<file path="src/common/tile_pkg.sv">
package tile_pkg;

   // datapath widths
   localparam int unsigned DATA_W = 32;
   localparam int unsigned MASK_W = DATA_W / 8;
   localparam int unsigned CORD_W = 2;

   // word address as carried in a network packet
   localparam int unsigned NET_ADDR_W = 12;

   // scratchpad geometry
   localparam int unsigned BANK_WORDS  = 256;
   localparam int unsigned NUM_BANKS   = 2;
   localparam int unsigned MEM_ADDR_W  = 9;
   localparam int unsigned BANK_ADDR_W = $clog2(BANK_WORDS);

   // crossbar ports: 0 dmem, 1 network, 2 imem (also the priority order)
   localparam int unsigned XBAR_PORTS = 3;
   localparam int unsigned PORT_SEL_W = $clog2(XBAR_PORTS);

   // input queue depth, also the credits the network starts with
   localparam int unsigned IN_FIFO_ELS = 4;
   localparam int unsigned FIFO_PTR_W  = $clog2(IN_FIFO_ELS);

   // outgoing credit limit and counter width
   localparam int unsigned MAX_OUT_CREDITS = 4;
   localparam int unsigned CREDIT_W        = 3;

   // core byte address map
   localparam int unsigned REMOTE_BIT    = 31;
   localparam int unsigned REMOTE_X_LSB  = 22;
   localparam int unsigned REMOTE_Y_LSB  = 20;
   localparam int unsigned ADDR_WORD_LSB = 2;

   // store writes memory, freeze carries the freeze flag in data bit 0
   typedef enum logic
   {
      OP_STORE  = 1'b0,
      OP_FREEZE = 1'b1
   } net_op_e;

   typedef struct packed
   {
      net_op_e                 op;
      logic [CORD_W-1:0]       x_cord;
      logic [CORD_W-1:0]       y_cord;
      logic [CORD_W-1:0]       src_x;
      logic [CORD_W-1:0]       src_y;
      logic [NET_ADDR_W-1:0]   addr;
      logic [DATA_W-1:0]       data;
      logic [MASK_W-1:0]       mask;
   } net_pkt_t;

   // core memory request, addr is a byte address
   typedef struct packed
   {
      logic                    v;
      logic                    we;
      logic                    reserve;
      logic [31:0]             addr;
      logic [DATA_W-1:0]       wdata;
      logic [MASK_W-1:0]       mask;
   } mem_req_t;

   typedef struct packed
   {
      logic                    v;
      logic [DATA_W-1:0]       data;
   } mem_rsp_t;

endpackage

</file>
<file path="src/design/endpoint/out_credit_counter.sv">
module out_credit_counter import tile_pkg::*;
(
   input  logic clk_i,
   input  logic arst_n_i,
   input  logic send_i,
   input  logic credit_return_i,
   output logic has_credit_o,
   output logic outstanding_o
);

   // credits still available for outgoing packets
   logic [CREDIT_W-1:0] count_r;

   assign has_credit_o  = (count_r != '0);
   // any missing credit means a packet is still unacknowledged
   assign outstanding_o = (count_r != CREDIT_W'(MAX_OUT_CREDITS));

   always_ff @(posedge clk_i or negedge arst_n_i)
   begin
      if (!arst_n_i)
      begin
         count_r <= CREDIT_W'(MAX_OUT_CREDITS);
      end
      else
      begin
         // send and return in one cycle cancel out
         case ({send_i, credit_return_i})
            2'b10:   count_r <= count_r - CREDIT_W'(1);
            2'b01:   count_r <= count_r + CREDIT_W'(1);
            default: count_r <= count_r;
         endcase
      end
   end

endmodule

</file>
<file path="config.mk">
export PLATFORM = sky130hd
export DESIGN_NAME = out_credit_counter
export DESIGN_NICKNAME = d
export VERILOG_FILES = /design/src/common/tile_pkg.sv /design/src/design/endpoint/out_credit_counter.sv
export SDC_FILE = /design/constraint.sdc
export NUM_CORES = 1
export LEC_CHECK = 0
export ABC_AREA = 1
export BUFFER_PORTS_ARGS = -buffer_cell sky130_fd_sc_hd__buf_4
export CAP_MARGIN = 20
export CORE_AREA = 2 2 39 41
export CTS_CLUSTER_DIAMETER = 100
export DETAILED_ROUTE_END_ITERATION = 6
export DIE_AREA = 0 0 41 43
export PLACE_DENSITY_LB_ADDON = 0.3
export SETUP_SLACK_MARGIN = 0.3
export SYNTH_ARGS = -nofsm -noshare
export SYNTH_HDL_FRONTEND = slang
export SYNTH_SLANG_ARGS = --single-unit
</file>
<file path="constraint.sdc">
create_clock -name clk_i -period 1.4 [get_ports clk_i]
set_clock_uncertainty 0.1 [all_clocks]
set_input_delay 0.21 -clock clk_i [delete_from_list [all_inputs] [get_ports clk_i]]
set_output_delay 0.21 -clock clk_i [all_outputs]
set_load 0.01 [all_outputs]
</file>
==> metrics.md <==
| Metric | Value |
|---|---|
| Status | `finished, final reports clean` |
| Final #Nets | `45` |
| Adder-Cell Fraction of Synth Area | `16.99%` |
| DRC Markers | `0` |
| Clock Tree Buf Depth | `2` |
| Clock network fraction of total power | `20.3%` |
| Synth Net Count | `29` |
| Post-synthesis instance total | `23` |
| Pwr/cell area | `2037 mW/mm2` |
| Setup TNS | `0 ps` |
| Reg2reg start | `count_r[0]$_DFFE_PN0P_` |
| Synth warn | `0` |
| RSZ-0062 raised after global routing | `yes` |
| Fill cell count | `164` |
| Final Cycle Share | `91.67%` |
| Drt first pass iters | `1` |
| Crit end category | `primary output` |
| All-layer global routing usage | `6.332%` |
| Worst EP required | `1090 ps` |
| Tmin final | `1283 ps` |
| Wire per inst | `8.093 um` |
| Pins Over Slew Limit | `0` |
| Worst Hold Endpoint | `count_r[0]$_DFFE_PN0P_` |
| P_int | `0.0004805 W` |
| Fmax | `0.7792 GHz` |
| Final ANT Viol Nets | `0` |
| P_sw | `0.0002611 W` |
| CTS tree | `done` |
| WL final | `437 um` |
| Mux share of post-synthesis cell area | `0%` |
| Post-synthesis compound-gate area fraction | `2.614%` |
| Switching share of power | `35.21%` |
| Largest family of logic cells by synthesized area | `simple AND/OR/NAND/NOR gates` |
| Hold depth | `3` |
| Die H | `43 um` |
| DPL Wire Length | `282.2 um` |
| Worst r2r path cells | `3` |
| Worst Max-Slew Pin Slew | `151.4 ps` |
| Ant diodes | `0` |
| Largest net degree at the start of global routing | `5` |
| Top flop regs | `count_r: 3 flops` |
| Unique masters post-synth | `12` |
| Worst hold margin | `195.3 ps` |
| Vias in the first global route | `197` |
| I/O Buffers | `5` |
| DR vias | `195` |
| Worst hold start | `credit_return_i` |
| Hold Vio Cnt, Final | `0` |
| Top reg by flops | `count_r` |
| DR vias/cell | `3.611` |
| Critical path's slowest cell | `dfstp_2` |
| Leakage | `0.1737 nW` |
| IO Pins | `6` |
| Initial antenna violation count | `0` |
| TritonCTS buffer count | `3` |
| Area growth from synthesis to layout | `90.20%` |
| Worst path max stage delay | `550 ps` |
| Synth Area in XOR/XNOR | `4.575%` |
| Core area | `0.001384 mm2` |
| R2R setup slack | `120 ps` |
| Critical-path cell list | `inv_2, nand3_2, buf_6` |
| Post-Synth Simple-Gate Area | `22.22%` |
| Overflow after GRT | `0` |
| Gpl congestion | `0.6001` |
| CTS Sinks | `3` |
| Worst setup SP type | `flop` |
| Die ar. | `0.001763 mm2` |
| CP max FO | `3` |
| Register bit count reported by yosys | `3` |
| Syn avg cell area | `8.323 um2` |
| H-tree lvl count | `1` |
| Largest register FFs | `3` |
| Seq pwr share | `25.9%` |
| Sequential element share of the synthesized area | `39.87%` |
| Die Width | `41 um` |
| DRT iter0 DRCs | `0` |
| Worst EP arrival | `970 ps` |
| Mapped cell area | `191.4 um2` |
| Std cell rows | `14` |
| First-pass GRT wire length | `690 um` |
| Share of layout cells above drive strength 1 | `71.05%` |
| Maximum VDD drop | `0.3949 mV` |
| Logic pwr share | `53.7%` |
| Rel. slew slack | `89.90%` |
| Worst R2R End | `count_r[1]$_DFFE_PN0P_` |
| Critical path type | `flop to primary output` |
| Clk pin slew, worst setup/hold paths | `40 ps` |
| Setup Viol. Count Final | `0` |
| Hold crit path type | `input port to flop` |
| Clock root buffer master | `clkbuf_4` |
| Max Cap Viol | `0` |
| Initial Util | `13.83%` |
| Clock latency at the later pin of the worst-skew pair | `230 ps` |
[cells in the final DEF, fill, tap and decap left out, drive strengths merged]
master,n
buf,10
clkbuf,4
dfrtp,2
dfstp,1
dlygate4sd3,1
fa,1
ha,1
inv,7
nand2,5
nand3,3
nand4,1
o21ai,1
xnor2,1
[worst max-delay path: cells and delay by family (launching register included)]
kind	cells	cell delay [ps]
flops	1	550
buf+inv	2	150
simple gates	1	50
[kinds of logic after synthesis]
kind of cell | after synthesis
XOR/XNOR | 1
AO/OA/AOI/OAI | 1
AND/OR/NAND/NOR | 9
flip-flops | 3
adder cells (fa/ha/maj) | 2
buffers and inverters | 7
[cell usage after synthesis]
master,instances,area (um2)
nand2_1,4,15.01
ha_1,1,12.51
inv_2,1,3.750
inv_1,6,22.52
nand4_1,1,6.260
xnor2_1,1,8.760
nand2_2,1,6.260
fa_1,1,20.02
dfstp_2,1,26.28
o21ai_0,1,5.000
nand3_1,3,15.01
dfrtp_1,2,50.05
[metal layers]
layer  track usage (%)  up-vias  share of wire, %  routed length (um)
met3             3.141        0               7.6                  33
met5                 0        -                 0                   0
li1                  -       99                 -                   -
met1             6.774       90                45                 196
met2             8.438        6                47                 207
met4             6.000        0                 0                   0
[repair_timing]
action,CTS,global route
hold endpoints to repair,3,0
gates resized for setup,5,5
buffers inserted,5,0
hold buffers,1,0
endpoints found under the setup margin,4,4
pin swaps,4,4
[area by class of cell]
class | count | area [um2] | share of cell area (%)
timing repair buffer | 11 | 92.59 | 25.43
multi-input combinational | 13 | 121.4 | 33.33
tap | 16 | 20.02 | 5.498
clock buffer | 4 | 26.28 | 7.216
inverter | 7 | 26.28 | 7.216
sequential | 3 | 77.57 | 21.31
[power groups by stage]
| stage | registers, W | clock network (W) | logic, W |
|---|---|---|---|
| 6_report | 0.000192 | 0.000151 | 0.000398 |
| 3_5_place_dp | 0.000189 | 0 | 0.000230 |
| 3_3_place_gp | 0.000188 | 0 | 0.000231 |
| 2_1_floorplan | 0.000177 | 0 | 0.000165 |
| 4_1_cts | 0.000186 | 0.000158 | 0.000379 |
| 5_1_grt | 0.000204 | 0.000167 | 0.000449 |
[how the worst max path moves through the flow]
stage,startpoint,end,cells after the start
floorplan,count_r[0]$_DFFE_PN0P_,count_r[1]$_DFFE_PN0P_,3
global placement,send_i,count_r[1]$_DFFE_PN0P_,7
detailed placement,send_i,count_r[1]$_DFFE_PN0P_,7
CTS,count_r[2]$_DFFE_PN1P_,has_credit_o,3
global route,count_r[2]$_DFFE_PN1P_,has_credit_o,3
finish,count_r[2]$_DFFE_PN1P_,has_credit_o,3
[stage by stage]
| step | power (W) | setup slack, ps | utilization (%) | cell area, um2 | cells |
|---|---|---|---|---|---|
| 3_3_place_gp | 0.0004197 | 64.43 | 19.08 | 264.0 | 44 |
| 2_1_floorplan | 0.0003424 | 174.7 | - | 206.4 | 23 |
| 6_report | 0.0007416 | 116.6 | 26.31 | 364.1 | 54 |
| 5_1_grt | 0.0008202 | 69.60 | 26.31 | 364.1 | 54 |
| 3_5_place_dp | 0.0004192 | 53.41 | 19.08 | 264.0 | 44 |
| 4_1_cts | 0.0007226 | 112.6 | 25.68 | 355.3 | 54 |
Note: power is estimated with default switching activity, not from simulation.
