## src/common/tile_pkg.sv

```systemverilog
package tile_pkg;

   // datapath widths
   localparam int unsigned DATA_W = 32;
   localparam int unsigned MASK_W = DATA_W / 8;
   localparam int unsigned CORD_W = 2;

   // word address as carried in a network packet
   localparam int unsigned NET_ADDR_W = 12;

   // scratchpad geometry
   localparam int unsigned BANK_WORDS  = 256;
   localparam int unsigned NUM_BANKS   = 2;
   localparam int unsigned MEM_ADDR_W  = 9;
   localparam int unsigned BANK_ADDR_W = $clog2(BANK_WORDS);

   // crossbar ports: 0 dmem, 1 network, 2 imem (also the priority order)
   localparam int unsigned XBAR_PORTS = 3;
   localparam int unsigned PORT_SEL_W = $clog2(XBAR_PORTS);

   // input queue depth, also the credits the network starts with
   localparam int unsigned IN_FIFO_ELS = 4;
   localparam int unsigned FIFO_PTR_W  = $clog2(IN_FIFO_ELS);

   // outgoing credit limit and counter width
   localparam int unsigned MAX_OUT_CREDITS = 4;
   localparam int unsigned CREDIT_W        = 3;

   // core byte address map
   localparam int unsigned REMOTE_BIT    = 31;
   localparam int unsigned REMOTE_X_LSB  = 22;
   localparam int unsigned REMOTE_Y_LSB  = 20;
   localparam int unsigned ADDR_WORD_LSB = 2;

   // store writes memory, freeze carries the freeze flag in data bit 0
   typedef enum logic
   {
      OP_STORE  = 1'b0,
      OP_FREEZE = 1'b1
   } net_op_e;

   typedef struct packed
   {
      net_op_e                 op;
      logic [CORD_W-1:0]       x_cord;
      logic [CORD_W-1:0]       y_cord;
      logic [CORD_W-1:0]       src_x;
      logic [CORD_W-1:0]       src_y;
      logic [NET_ADDR_W-1:0]   addr;
      logic [DATA_W-1:0]       data;
      logic [MASK_W-1:0]       mask;
   } net_pkt_t;

   // core memory request, addr is a byte address
   typedef struct packed
   {
      logic                    v;
      logic                    we;
      logic                    reserve;
      logic [31:0]             addr;
      logic [DATA_W-1:0]       wdata;
      logic [MASK_W-1:0]       mask;
   } mem_req_t;

   typedef struct packed
   {
      logic                    v;
      logic [DATA_W-1:0]       data;
   } mem_rsp_t;

endpackage

```

## src/design/reserve_tracker.sv

```systemverilog
module reserve_tracker import tile_pkg::*;
(
   input  logic                  clk_i,
   input  logic                  arst_n_i,
   input  mem_req_t              dreq_i,
   input  logic                  dyumi_i,
   input  logic                  net_commit_i,
   input  logic [MEM_ADDR_W-1:0] net_addr_i,
   output logic                  reservation_o
);

   logic                  set;
   logic                  clear;
   logic [MEM_ADDR_W-1:0] addr_r;

   // reserved load accepted by the scratchpad
   assign set   = dreq_i.v & dreq_i.reserve & dyumi_i;
   // a remote store hitting the reserved word breaks it
   assign clear = net_commit_i & (net_addr_i == addr_r);

   always_ff @(posedge clk_i)
   begin
      if (set)
         addr_r <= dreq_i.addr[ADDR_WORD_LSB +: MEM_ADDR_W];
   end

   // a new reservation beats a clear in the same cycle
   always_ff @(posedge clk_i or negedge arst_n_i)
   begin
      if (!arst_n_i)
         reservation_o <= 1'b0;
      else if (set)
         reservation_o <= 1'b1;
      else if (clear)
         reservation_o <= 1'b0;
   end

endmodule

```

## config.mk

```make
export PLATFORM = sky130hd
export DESIGN_NAME = reserve_tracker
export DESIGN_NICKNAME = d
export VERILOG_FILES = /design/src/common/tile_pkg.sv /design/src/design/reserve_tracker.sv
export SDC_FILE = /design/constraint.sdc
export NUM_CORES = 1
export LEC_CHECK = 0
export BUFFER_PORTS_ARGS = -buffer_cell sky130_fd_sc_hd__buf_2
export CAP_MARGIN = 20
export CORE_MARGIN = 4
export CORE_UTILIZATION = 22
export CTS_BUF_LIST = sky130_fd_sc_hd__clkbuf_8
export DETAILED_ROUTE_END_ITERATION = 8
export GPL_TIMING_DRIVEN = 0
export HOLD_SLACK_MARGIN = 0.02
export PLACE_DENSITY = 0.75
export REMOVE_ABC_BUFFERS = 1
export SLEW_MARGIN = 20
export SYNTH_ARGS = -nofsm -noshare
export SYNTH_HDL_FRONTEND = slang
export SYNTH_SLANG_ARGS = --single-unit
export TNS_END_PERCENT = 30
```

## constraint.sdc

```tcl
create_clock -name clk_i -period 1.07 [get_ports clk_i]
set_clock_uncertainty 0.05 [all_clocks]
set_input_delay 0.107 -clock clk_i [delete_from_list [all_inputs] [get_ports clk_i]]
set_output_delay 0.107 -clock clk_i [all_outputs]
set_load 0.1 [all_outputs]
```

==> flow_summary_export.csv, run 1 <==
group,metric,value,unit
drt,wirelength,886,µm
drt,first_pass_iters,1,
timing,slew_headroom,0.816,
placed_design,dp_cells,73,
final_layout,diodes,0,
drt,route.detailed.drc,0,
setup_path,required,1130,ps
drt,drtIter0Drc,0,
die,initial_utilization,0.237,
die,rows,15,
drt,postRouteAntennaNets,0,
clock_network,numCtsBuffers,3,
clock_network,clk_pin_slew,50,ps
yosys,netlist_instances,24,
placed_design,numPortBuffers,24,
clock_network,clock_latency,230,ps
flow_run,drv_cap,0,
pwr,leakagePower,0.287,nW
drt,wire_per_inst,10.2,µm
yosys,synth_top_area_cell,"edfxtp_1",
grt,overflow,0,
grt,grt_pass1_vias,337,
timing,tns,-79.1,ps
timing,worstMarginPinSlew,278,ps
yosys,synth_area_leaders,"edfxtp_1 (64%), xnor2_1 (17%), dfrtp_1 (5.9%)",
setup_path,crit_arrival,1210,ps
drt,viasPerCell,3.70,
placed_design,gp_congestion,0.558,
yosys,synth_top_area_frac,0.639,
clock_network,cts_tree,"yes",
yosys,ys_seq_area_frac,0.698,
setup_path,cp_max_fo,1,
pwr,vdd.ir_drop.worst,0.711,mV
timing,slew_viol_final,0,
final_layout,drive_gt1_frac,0.468,
yosys,synth-seq-cells,10,
yosys,syn_avg_cell_area,17.6,µm²
timing,finalHoldViolations,0,
grt,grt_pass1_wl,1.30,mm
run_status,violations,"negative setup slack",
timing,post-route-min-period,1150,ps
final_layout,fin_nets,147,
yosys,ys_warn_count,0,
yosys,synth.most_common_cell,"edfxtp_1",
setup_path,worst-setup-path-type,"reg -> reg",
pwr,powerDensity,1330,nW/µm²
timing,period_share,1.07,
timing,fmax,870,MHz
die,ios,85,
timing,fin_ws,-79.1,ps
grt,antenna_found_initial,0,
yosys,synth_edf_count,9,
die,core_area,1780,µm²
final_layout,final_cells,87,
yosys,ys.flop_type,"edfxtp_1",
yosys,syn_area,423,µm²
final_layout,nFillCells,175,
grt,grt_max_degree,12,
die,die_w,51.8,µm
die,dieArea,2690,µm²
timing,rsz0062_at_grt,"yes",
yosys,synthDistinctLibCells,9,
final_layout,area_growth,70.7,%
setup_path,worstSetupStartpointType,"flip-flop",
timing,hold_ws,137,ps
grt,track_usage,0.0665,
timing,setup_viol,1,
die,die_h,51.8,µm
drt,vias,322,
yosys,ys_top_cells_by_count,"edfxtp_1 (9), xnor2_1 (8)",
clock_network,clk_path_buf_depth,2,
clock_network,cts_root_buf,"clkbuf_8",
run_status,status,"finished with violations",
yosys,async_flop_share,0.100,
hold_path,hold_path.class,"in -> async",
clock_network,cts_max_level,1,
setup_path,endpoint_kind,"flip-flop",
clock_network,cts.sinks,10,
==> routing by layer <==
layer | global-route usage | part of all wire | vias up
li1 | - | - | 165
met1 | 0.0736 | 0.38 | 143
met2 | 0.117 | 0.55 | 14
met3 | 0.0201 | 0.072 | 0
met4 | 0.0262 | 0 | 0
met5 | 0 | 0 | -
==> what timing repair did <==
action	in CTS	in global routing
resized for setup	1	0
hold endpoints to repair	10	0
buffers inserted	0	0
hold buffers	10	0
pin swaps	2	3
setup endpoints to repair	2	1
==> cell type report <==
cell class	count	area [µm²]	area share
sequential	10	295	0.409
tap	25	31.3	0.0433
multi-input combinational	14	128	0.177
clock buffer	3	41.3	0.0572
timing repair buffer	34	223	0.308
clock inverter	1	3.75	0.00520
==> logic make-up after synthesis <==
family | after synthesis | share of synthesized area
xor gates and xnor gates | 9 | 0.204
and+or+nand+nor | 4 | 0.0740
DFF | 10 | 0.698
AOI/OAI and AO/OA | 1 | 0.0237
==> sequential cells by signal, summed over array words and instances (netlist names) <==
signal / cells
addr_r: 9
reservation_o: 1
==> final timing paths <==
check                           cells past startpoint             to           from  slack [ps]
min in group clk_i                                  3  reservation_o   net_commit_i         190
worst max-delay path                                3  reservation_o      addr_r[6]         -80
max in group asynchronous                           2  reservation_o       arst_n_i         750
worst min register to register                      1  reservation_o  reservation_o         460
worst min-delay path                                2  reservation_o       arst_n_i         140
worst max register to register                      3  reservation_o      addr_r[6]         -80
==> critical path, cell delays in order (launching register included) <==
cell,delay [ps]
edfxtp_1,380
xnor2_1,140
nand4b_1,110
o32a_1,350
==> placed cells by master (no fill, tap or decap), types with 3 or more instances in the layout <==
cell type	count
buf_2	23
dlygate4sd3_1	10
edfxtp_1	9
xnor2_1	8
clkbuf_8	3
==> power by group <==
part           internal (W)  switching (W)
Clock              0.000250       0.000136
Combinational     0.0000816      0.0000395
Sequential         0.000447     0.00000784
==> stage by stage <==
stage / worst slack (ps) / total power [W] / area, µm² / utilization
3_3_place_gp: -92.5 / 0.000552 / 574 / 0.322
2_1_floorplan: -174 / 0.000505 / 423 / -
4_1_cts: -87.6 / 0.000973 / 722 / 0.405
6_report: -79.1 / 0.000962 / 722 / 0.405
3_5_place_dp: -97.5 / 0.000556 / 574 / 0.322
5_1_grt: -136 / 0.00101 / 722 / 0.405
Note: power is estimated with default switching activity, not from simulation.
==> run 2, diff against run 1 <==
--- a/config.mk
+++ b/config.mk
@@ -8,12 +8,12 @@
 export BUFFER_PORTS_ARGS = -buffer_cell sky130_fd_sc_hd__buf_2
 export CAP_MARGIN = 20
 export CORE_MARGIN = 4
-export CORE_UTILIZATION = 22
-export CTS_BUF_LIST = sky130_fd_sc_hd__clkbuf_8
+export CORE_UTILIZATION = 21
+export CTS_BUF_LIST = sky130_fd_sc_hd__clkbuf_4 sky130_fd_sc_hd__clkbuf_8 sky130_fd_sc_hd__clkbuf_16
 export DETAILED_ROUTE_END_ITERATION = 8
 export GPL_TIMING_DRIVEN = 0
 export HOLD_SLACK_MARGIN = 0.02
-export PLACE_DENSITY = 0.75
+export PLACE_DENSITY = 0.72
 export REMOVE_ABC_BUFFERS = 1
 export SLEW_MARGIN = 20
 export SYNTH_ARGS = -nofsm -noshare
==> constraint.sdc (replaced) <==
create_clock -name clk_i -period 1.07 [get_ports clk_i]
set_clock_uncertainty 0.05 [all_clocks]
set_input_delay 0.107 -clock clk_i [delete_from_list [all_inputs] [get_ports clk_i]]
set_output_delay 0.107 -clock clk_i [all_outputs]
set_load 0.01 [all_outputs]
==> flow_summary_export.csv, run 2 (synthesized netlist as in run 1, its figures left out) <==
group,metric,value,unit
grt,antenna_found_initial,0,
final_layout,fin_nets,147,
setup_path,worstSetupStartpointType,"flip-flop",
timing,period_share,1.07,
clock_network,clk_pin_slew,60,ps
die,die_w,52.9,µm
setup_path,worst-setup-path-type,"reg -> reg",
timing,hold_ws,95.8,ps
timing,setup_viol,1,
die,rows,15,
hold_path,hold_path.class,"in -> async",
die,dieArea,2800,µm²
drt,postRouteAntennaNets,0,
timing,post-route-min-period,1150,ps
pwr,powerDensity,1220,nW/µm²
die,ios,85,
final_layout,largest_register_ffs,9,
drt,drtIter0Drc,1,
clock_network,cts_resized,0,
timing,finalHoldViolations,0,
final_layout,drive_gt1_frac,0.484,
timing,slew_headroom,0.897,
grt,overflow,0,
final_layout,reg.largest.list,"addr_r (9), reservation_o (1)",
clock_network,clk_path_buf_depth,2,
grt,grt_max_degree,12,
clock_network,clock_latency,260,ps
clock_network,cts_max_level,1,
placed_design,numPortBuffers,24,
grt,grt_pass1_wl,1.32,mm
clock_network,cts_tree,"yes",
setup_path,endpoint_kind,"flip-flop",
final_layout,regMostFlops,"addr_r",
timing,fin_ws,-75.5,ps
drt,first_pass_iters,2,
clock_network,numCtsBuffers,3,
flow_run,drv_cap,0,
clock_network,cts_root_buf,"clkbuf_4",
final_layout,final_common_cell,"buf_2",
final_layout,fin_area,704,µm²
timing,slew_viol_final,0,
grt,track_usage,0.0664,
drt,vias,331,
timing,rsz0062_at_grt,"yes",
run_status,status,"finished with violations",
die,die_h,52.9,µm
placed_design,placed_area,574,µm²
clock_network,cts.sinks,10,
final_layout,area_growth,66.6,%
timing,worstMarginPinSlew,155,ps
drt,wirelength,884,µm
setup_path,required,1160,ps
die,initial_utilization,0.232,
run_status,violations,"negative setup slack",
pwr,vdd.ir_drop.worst,0.609,mV
setup_path,cp_max_fo,1,
final_layout,post-route-util,0.387,
setup_path,crit_arrival,1240,ps
final_layout,final_cell_mix,"buf_2 (24), dlygate4sd3_1 (10), edfxtp_1 (9), xnor2_1 (8), clkbuf_4 (4)",
drt,viasPerCell,3.80,
drt,wire_per_inst,10.2,µm
grt,grt_pass1_vias,353,
timing,fmax,873,MHz
drt,route.detailed.drc,0,
placed_design,gp_congestion,0.580,
pwr,leakagePower,0.277,nW
die,core_area,1820,µm²
final_layout,diodes,0,
-- run 2: path summary, 6_finish.rpt --
check | from | cells past startpoint | slack (ps) | to
min in group clk_i | net_commit_i | 3 | 150 | reservation_o
min | arst_n_i | 2 | 100 | reservation_o
max | addr_r[6] | 3 | -80 | reservation_o
min reg2reg | reservation_o | 1 | 460 | reservation_o
max reg2reg | addr_r[6] | 3 | -80 | reservation_o
max in group asynchronous | arst_n_i | 2 | 790 | reservation_o
-- run 2: stage by stage --
step	setup WS (ps)	setup TNS, ps	std cells	total power, W
after floorplan	-64.1	-64.1	24	0.000501
after global placement	-95.1	-95.1	73	0.000548
after detailed placement	-106	-106	73	0.000552
after CTS	-90.1	-90.1	87	0.000882
after global routing	-135	-135	87	0.000907
final	-75.5	-75.5	87	0.000862
-- run 2: area by class of cell --
class / count / area [µm²]
Clock buffer: 4 / 30.0
Tap cell: 25 / 31.3
Timing Repair Buffer: 34 / 220
Multi-Input combinational cell: 14 / 128
Sequential cell: 10 / 295
Fill cell: 178 / 1120
-- run 2: what timing repair did --
action                     CTS  global route
setup buffers                0             0
hold endpoints to repair    10             0
pin swaps                    1             1
hold buffers                10             0
setup endpoints to repair    1             1
-- run 2: critical path, cell delays in order, from the launching register on --
cell and delay, ps:
edfxtp_1 380, xnor2_1 160, nand4b_1 110, o32a_1 340
-- run 2: where the power goes --
part	switching [W]	internal [W]
Sequential	0.00000755	0.000445
Clock	0.000124	0.000169
Combinational	0.0000346	0.0000812
Total	0.000166	0.000696
-- run 2: routing by layer --
layer	vias to the layer above	track usage	share of wire
li1	167	-	-
met1	149	0.0702	0.39
met2	15	0.112	0.53
met4	0	0.0511	0
met5	-	0	0
met3	0	0.0169	0.086
