### src/common/tile_pkg.sv
package tile_pkg;

   // datapath widths
   localparam int unsigned DATA_W = 32;
   localparam int unsigned MASK_W = DATA_W / 8;
   localparam int unsigned CORD_W = 2;

   // word address as carried in a network packet
   localparam int unsigned NET_ADDR_W = 12;

   // scratchpad geometry
   localparam int unsigned BANK_WORDS  = 256;
   localparam int unsigned NUM_BANKS   = 2;
   localparam int unsigned MEM_ADDR_W  = 9;
   localparam int unsigned BANK_ADDR_W = $clog2(BANK_WORDS);

   // crossbar ports: 0 dmem, 1 network, 2 imem (also the priority order)
   localparam int unsigned XBAR_PORTS = 3;
   localparam int unsigned PORT_SEL_W = $clog2(XBAR_PORTS);

   // input queue depth, also the credits the network starts with
   localparam int unsigned IN_FIFO_ELS = 4;
   localparam int unsigned FIFO_PTR_W  = $clog2(IN_FIFO_ELS);

   // outgoing credit limit and counter width
   localparam int unsigned MAX_OUT_CREDITS = 4;
   localparam int unsigned CREDIT_W        = 3;

   // core byte address map
   localparam int unsigned REMOTE_BIT    = 31;
   localparam int unsigned REMOTE_X_LSB  = 22;
   localparam int unsigned REMOTE_Y_LSB  = 20;
   localparam int unsigned ADDR_WORD_LSB = 2;

   // store writes memory, freeze carries the freeze flag in data bit 0
   typedef enum logic
   {
      OP_STORE  = 1'b0,
      OP_FREEZE = 1'b1
   } net_op_e;

   typedef struct packed
   {
      net_op_e                 op;
      logic [CORD_W-1:0]       x_cord;
      logic [CORD_W-1:0]       y_cord;
      logic [CORD_W-1:0]       src_x;
      logic [CORD_W-1:0]       src_y;
      logic [NET_ADDR_W-1:0]   addr;
      logic [DATA_W-1:0]       data;
      logic [MASK_W-1:0]       mask;
   } net_pkt_t;

   // core memory request, addr is a byte address
   typedef struct packed
   {
      logic                    v;
      logic                    we;
      logic                    reserve;
      logic [31:0]             addr;
      logic [DATA_W-1:0]       wdata;
      logic [MASK_W-1:0]       mask;
   } mem_req_t;

   typedef struct packed
   {
      logic                    v;
      logic [DATA_W-1:0]       data;
   } mem_rsp_t;

endpackage

### src/design/endpoint/net_in_fifo.sv
module net_in_fifo import tile_pkg::*;
(
   input  logic     clk_i,
   input  logic     arst_n_i,
   input  logic     v_i,
   input  net_pkt_t pkt_i,
   output logic     v_o,
   output net_pkt_t pkt_o,
   input  logic     yumi_i,
   output logic     credit_o
);

   // packet storage, written at the tail and read at the head
   net_pkt_t                mem_r [IN_FIFO_ELS];
   logic [FIFO_PTR_W-1:0]   rd_ptr_r;
   logic [FIFO_PTR_W-1:0]   wr_ptr_r;
   // occupancy never exceeds the network's credits
   logic [CREDIT_W-1:0]     count_r;

   assign v_o   = (count_r != '0);
   assign pkt_o = mem_r[rd_ptr_r];

   // no full check, the sender only writes while holding a credit
   always_ff @(posedge clk_i)
   begin
      if (v_i)
         mem_r[wr_ptr_r] <= pkt_i;
   end

   always_ff @(posedge clk_i or negedge arst_n_i)
   begin
      if (!arst_n_i)
      begin
         rd_ptr_r <= '0;
         wr_ptr_r <= '0;
         count_r  <= '0;
         credit_o <= 1'b0;
      end
      else
      begin
         if (v_i)
            wr_ptr_r <= wr_ptr_r + FIFO_PTR_W'(1);
         if (yumi_i)
            rd_ptr_r <= rd_ptr_r + FIFO_PTR_W'(1);
         // push and pop together leave the count alone
         if (v_i && !yumi_i)
            count_r <= count_r + CREDIT_W'(1);
         else if (!v_i && yumi_i)
            count_r <= count_r - CREDIT_W'(1);
         // each freed slot goes back to the network one cycle later
         credit_o <= yumi_i;
      end
   end

endmodule

### config.mk
export PLATFORM = sky130hd
export DESIGN_NAME = net_in_fifo
export DESIGN_NICKNAME = d
export VERILOG_FILES = /design/src/common/tile_pkg.sv /design/src/design/endpoint/net_in_fifo.sv
export SDC_FILE = /design/constraint.sdc
export NUM_CORES = 1
export LEC_CHECK = 0
export BUFFER_PORTS_ARGS = -buffer_cell sky130_fd_sc_hd__buf_2
export CAP_MARGIN = 0
export CORE_MARGIN = 2
export CORE_UTILIZATION = 30
export CTS_CLUSTER_SIZE = 20
export DETAILED_ROUTE_END_ITERATION = 16
export GPL_ROUTABILITY_DRIVEN = 0
export PLACE_DENSITY = 0.53
export SYNTH_ARGS = -nofsm -noshare
export SYNTH_HDL_FRONTEND = slang
export SYNTH_SLANG_ARGS = --single-unit
### constraint.sdc
create_clock -name clk_i -period 2.5 [get_ports clk_i]
set_clock_uncertainty 0.15 [all_clocks]
set_input_delay 0.125 -clock clk_i [delete_from_list [all_inputs] [get_ports clk_i]]
set_output_delay 0.125 -clock clk_i [all_outputs]
set_load 0.05 [all_outputs]
==> impl_metrics.tcl, run 1 <==
set metrics [dict create \
    path_class "reg -> out" \
    pwr-share-comb_pct 38.5 \
    grt_pass1_wl_mm 26.0 \
    synthTopCellsByCount "edfxtp_1, mux4_2, dfrtp_1" \
    holdWs_ns 0.208 \
    cap_viol_max_count 0 \
    yosys.area.top_type "edfxtp_1" \
    p_per_area_nw_per_um2 1280 \
    dp_hpwl_mm 10.3 \
    final_max_slew_viol_count 0 \
    antenna_found_initial 0 \
    slowest_delay_ns 0.54 \
    diodes 0 \
    post-route-period-util_pct 92.7 \
    core_area_um2 28500 \
    start_util_pct 30.3 \
    drc 0 \
    post-place-cells 838 \
    wirelength_mm 16.9 \
    period_needed_ns 2.32 \
    die_y_um 174 \
    cp-start-kind "flop" \
    switchingPower_mw 5.40 \
    cts_resized 0 \
    clock_latency_ns 0.51 \
    syn_area_per_cell_um2 26.0 \
    io_buffers 119 \
    finalSetupViolations 0 \
    internal-power_mw 9.05 \
    synthTopCellsByArea "edfxtp_1, mux4_2, dfrtp_1" \
    slew_headroom_pct 69.0 \
    overflow 0 \
    path_max_fanout 15 \
    syn_to_final_growth_pct 30.2 \
    path_cells "buf_12, mux4_2, buf_2" \
    drt_first_iter_violations 276 \
    fillCellCount 2633 \
    seq_power_share_pct 37.9 \
    cp.required_ns 2.23 \
    yosysUniqueCellTypes 19 \
    num_vias 4108 \
    ys_seq_area_share_pct 81.5 \
    synthArstFlopShare_pct 3.39 \
    clk_pin_slew_ns 0.06 \
    worstMarginPinSlew_ns 0.463 \
    slowest_stage "dfrtp_4" \
    synth.most_common_cell "edfxtp_1" \
    die_w_um 174 \
    max_freq_mhz 432 \
    viasPerCell 4.35 \
    setup_tns_ns 0 \
    ys_ff_latch 236 \
    synth_edf_count 228 \
    dieArea_um2 30200 \
    min_path_type "in -> reg" \
    dr.pass1.iters 4 \
    rows 62 \
    clock_sinks 236 \
    wl_per_cell_um 17.9 \
    crit_family "flip-flops" \
    p_clk_share_pct 23.6 \
    ys_warn_count 0 \
    worstPathArrival_ns 2.04 \
    grt_pass1_vias 4572 \
    rsz0062_at_grt "false" \
    ios 120 \
    numCtsBuffers 24 \
    yosysTopAreaCellShare_pct 79.2 \
    htree_levels 1 \
    drive_above_1_share_pct 42.6 \
    antenna_left 0 \
    gr-usage-all-layers_pct 11.3 \
    synth_flop_cell "edfxtp_1" \
    cts_buffer_depth 3 \
    synth_fp_nets 399 \
    status "complete, no violations" \
    fin_nets 612 \
    netlist_instances 332 \
    finalHoldViolations 0 \
    cts_tree "built" \
    path_buf_inv 2 \
    swShare_pct 37.4 \
    endpoint_kind "primary output" \
    peakVddDrop_mv 0.644 \
    grt_max_degree 37 \
    stdcell_count 945 \
    netlist_area_um2 8650 \
    cts_root_buf "clkbuf_16" \
    power_leakage_nw 3.89 \
]
-- final timing paths --
check / startpoint / to / slack (ns) / depth (start not counted)
max in group asynchronous: arst_n_i / rd_ptr_r[0] / 1.35 / 3
min in group asynchronous: arst_n_i / count_r[1] / 0.49 / 3
min: pkt_i[38] / mem_r[0][38] / 0.21 / 2
min reg2reg: count_r[2] / count_r[2] / 0.32 / 1
max: rd_ptr_r[0] / pkt_o[47] / 0.18 / 3
max reg2reg: wr_ptr_r[1] / mem_r[1][1] / 0.65 / 4
-- metrics by stage --
| stage | cell area [µm²] | setup slack (ns) | util, % | total power [mW] |
|---|---|---|---|---|
| final | 11300 | 0.183 | 39.4 | 14.4 |
| after detailed placement | 9840 | 0.525 | 34.5 | 11.1 |
| after CTS | 11300 | 0.126 | 39.4 | 14.7 |
| after global placement | 9840 | 0.526 | 34.5 | 11.0 |
| after floorplan | 8650 | 0.0441 | - | 9.66 |
| after global routing | 11300 | 0.0867 | 39.4 | 15.1 |
-- metal layers --
layer / vias to the layer above / part of all wire, % / track usage [%]
li1: 1835 / - / -
met1: 2134 / 44 / 14.4
met2: 107 / 49 / 19.5
met3: 32 / 5.2 / 2.39
met4: 0 / 1.8 / 3.15
met5: - / 0 / 0
-- power groups by stage --
| stage | sequential, mW | combinational (mW) | clock, mW |
|---|---|---|---|
| 6_report | 5.47 | 5.56 | 3.41 |
| 5_1_grt | 5.54 | 5.89 | 3.68 |
| 4_1_cts | 5.49 | 5.69 | 3.54 |
| 3_5_place_dp | 5.66 | 5.41 | 0 |
| 3_3_place_gp | 5.61 | 5.37 | 0 |
| 2_1_floorplan | 5.39 | 4.27 | 0 |
-- cell usage in the layout (no fill, tap or decap) --
master,count
inv_1,4
fa_1,1
dlygate4sd3_1,61
edfxtp_1,228
dfrtp_4,2
buf_2,119
xor2_1,4
bufinv_16,2
buf_4,12
o21ai_0,1
nor2_1,1
clkbuf_16,25
nand2_1,2
buf_12,7
buf_16,1
clkinv_1,2
and2_4,4
or3_1,1
mux4_2,57
ha_1,5
clkinv_2,7
mux2_2,1
xnor2_1,2
dfrtp_1,6
clkinvlp_4,2
clkbuf_1,4
-- timing repair --
| action | 4_1_cts | 5_1_grt |
|---|---|---|
| buffers inserted | 4 | 0 |
| hold buffers | 61 | 0 |
| hold endpoints to repair | 242 | 0 |
| setup endpoints to repair | 24 | 0 |
-- area by class of cell --
type,count,area [µm²],area share [%]
repair buffers,200,1460,13.0
well taps,384,480,4.27
clock inverters,13,118,1.04
multi-input cells,79,1490,13.2
clock buffers,29,641,5.69
inverters,4,15.0,0.133
flip-flops and latches,236,7050,62.7
-- flip-flops by register name, summed over array words and instances (netlist names) --
signal and flops:
credit_o 1, wr_ptr_r 2, mem_r 228, count_r 3, rd_ptr_r 2
-- logic make-up after synthesis --
kind of cell | synth area share, %
mux | 15.0
xor+xnor | 0.608
compound gates | 0.0578
flops | 81.5
buf+inv | 1.42
fa+ha+maj | 0.955
simple gates | 0.492
No activity file was read; power rests on OpenSTA's default activity.
==> inputs of run 2 (changes only) <==
--- a/config.mk
+++ b/config.mk
@@ -12,7 +12,7 @@
 export CTS_CLUSTER_SIZE = 20
 export DETAILED_ROUTE_END_ITERATION = 16
 export GPL_ROUTABILITY_DRIVEN = 0
-export PLACE_DENSITY = 0.53
+export PLACE_DENSITY = 0.51
 export SYNTH_ARGS = -nofsm -noshare
 export SYNTH_HDL_FRONTEND = slang
 export SYNTH_SLANG_ARGS = --single-unit
==> constraint.sdc (replaced) <==
create_clock -name clk_i -period 2.6 [get_ports clk_i]
set_clock_uncertainty 0.15 [all_clocks]
set_input_delay 0.13 -clock clk_i [delete_from_list [all_inputs] [get_ports clk_i]]
set_output_delay 0.13 -clock clk_i [all_outputs]
set_load 0.05 [all_outputs]
==> impl_metrics.tcl, run 2 (synthesized netlist as in run 1, its figures left out) <==
set metrics [dict create \
    min_path_cells 2 \
    start_util_pct 30.3 \
    die_w_um 174 \
    status "complete, no violations" \
    wirelength_mm 17.0 \
    path_buf_inv 2 \
    antenna_found_initial 2 \
    die_y_um 174 \
    cts_root_buf "clkbuf_16" \
    cts_buffer_depth 3 \
    wl_per_cell_um 18.0 \
    regToRegSetupSlack_ns 0.83 \
    max_freq_mhz 422 \
    rsz0062_at_grt "false" \
    fin_nets 608 \
    grt_pass1_wl_mm 26.4 \
    finalHoldViolations 0 \
    final_max_slew_viol_count 0 \
    drc 0 \
    num_vias 4151 \
    clock_latency_ns 0.52 \
    rows 62 \
    largest_reg_flops 228 \
    slowest_stage "dfrtp_4" \
    dp_hpwl_mm 10.1 \
    fillCellCount 2605 \
    p_per_area_nw_per_um2 1250 \
    power_leakage_nw 3.91 \
    final_common_cell "edfxtp_1" \
    cts_tree "built" \
    holdCritStartpoint "yumi_i" \
    post-route-period-util_pct 91.1 \
    r2r_cells 4 \
    grt_pass1_vias 4596 \
    timing.rr.end "mem_r[2][48]" \
    worstMarginPinSlew_ns 0.450 \
    clk_pin_slew_ns 0.06 \
    top_register "mem_r" \
    slew_headroom_pct 70.0 \
    finalPower_mw 14.2 \
    cp.required_ns 2.32 \
    peakVddDrop_mv 0.759 \
    drive_above_1_share_pct 42.8 \
    overflow 0 \
    htree_levels 1 \
    viasPerCell 4.38 \
    crit_family "flip-flops" \
    endpoint_kind "primary output" \
    finalSetupViolations 0 \
    cp-start-kind "flop" \
    ios 120 \
    slowest_delay_ns 0.66 \
    numCtsBuffers 26 \
    io_buffers 119 \
    clock_sinks 236 \
    dieArea_um2 30200 \
    period_needed_ns 2.37 \
    r2r_start "wr_ptr_r[0]" \
    path_max_fanout 17 \
    path_cells "buf_4, mux4_2, buf_2" \
    reg_top3 "mem_r (228), count_r (3)" \
    path_class "reg -> out" \
    gr-usage-all-layers_pct 11.4 \
    antenna_left 0 \
    syn_to_final_growth_pct 30.9 \
    hold_path_end "credit_o" \
    worstPathArrival_ns 2.09 \
    dr.pass1.iters 4 \
    setup_tns_ns 0 \
    cap_viol_max_count 0 \
    min_path_type "in -> reg" \
    drt_first_iter_violations 216 \
    grt_max_degree 36 \
    layout_common_cells "edfxtp_1, buf_2, dlygate4sd3_1, mux4_2, clkbuf_16" \
    core_area_um2 28500 \
]
## run 2: area by class of cell
| type | count | area, µm² | share of cell area (%) |
|---|---|---|---|
| Tap cell | 384 | 480 | 4.24 |
| Multi-Input combinational cell | 79 | 1490 | 13.1 |
| Timing Repair Buffer | 194 | 1400 | 12.3 |
| Inverter | 4 | 15.0 | 0.133 |
| Clock buffer | 28 | 679 | 6.00 |
| Sequential cell | 236 | 7050 | 62.3 |
| Clock inverter | 20 | 201 | 1.78 |
| Antenna cell | 2 | 5.00 | 0.0442 |
## run 2: metal layers
layer  part of all wire (%)  global-route usage (%)  vias up
met3                    5.1                    2.37       29
li1                       -                       -     1837
met1                     43                    14.6     2182
met5                      0                       0        -
met2                     49                    19.6      103
met4                    2.8                    3.47        0
## run 2: per-stage QoR
| step | util (%) | worst slack (ns) | hold WS, ns | area, µm² | std cells |
|---|---|---|---|---|---|
| floorplan | - | 0.0598 | -0.316 | 8650 | 332 |
| global placement | 34.3 | 0.565 | -0.163 | 9790 | 835 |
| detailed placement | 34.3 | 0.546 | -0.157 | 9790 | 835 |
| CTS | 39.6 | 0.0222 | 0.140 | 11300 | 945 |
| global route | 39.7 | 0.109 | 0.185 | 11300 | 947 |
| finish | 39.7 | 0.230 | 0.176 | 11300 | 947 |
## run 2: worst max-delay path by stage
| stage | from | slack, ns | cells after the start | endpoint |
|---|---|---|---|---|
| after floorplan | wr_ptr_r[0] | 0.06 | 3 | mem_r[0][0] |
| after global placement | rd_ptr_r[1] | 0.57 | 3 | pkt_o[9] |
| after detailed placement | rd_ptr_r[1] | 0.55 | 3 | pkt_o[53] |
| after CTS | rd_ptr_r[0] | 0.02 | 3 | pkt_o[2] |
| after global routing | rd_ptr_r[0] | 0.11 | 3 | pkt_o[54] |
| final | rd_ptr_r[1] | 0.23 | 3 | pkt_o[28] |
## run 2: worst reg2reg max path, stage by stage, from the launching register on
cell and delay, ns:
dfrtp_1 0.42, inv_1 0.11, ha_1 0.16, and2_4 0.31, buf_4 0.32
## run 2: power breakdown
part | switching (mW) | total, mW | internal [mW] | leakage (nW)
Clock | 1.48 | 3.68 | 2.20 | 0.430
Sequential | 0.242 | 5.22 | 4.98 | 2.19
Combinational | 3.57 | 5.25 | 1.68 | 1.30
## run 2: repair_timing
item | in CTS | in global routing
endpoints found under the setup margin | 6 | 15
hold endpoints to repair | 246 | 0
cloned | 0 | 0
hold buffers | 61 | 0
gates resized for setup | 0 | 1
setup buffers | 1 | 0
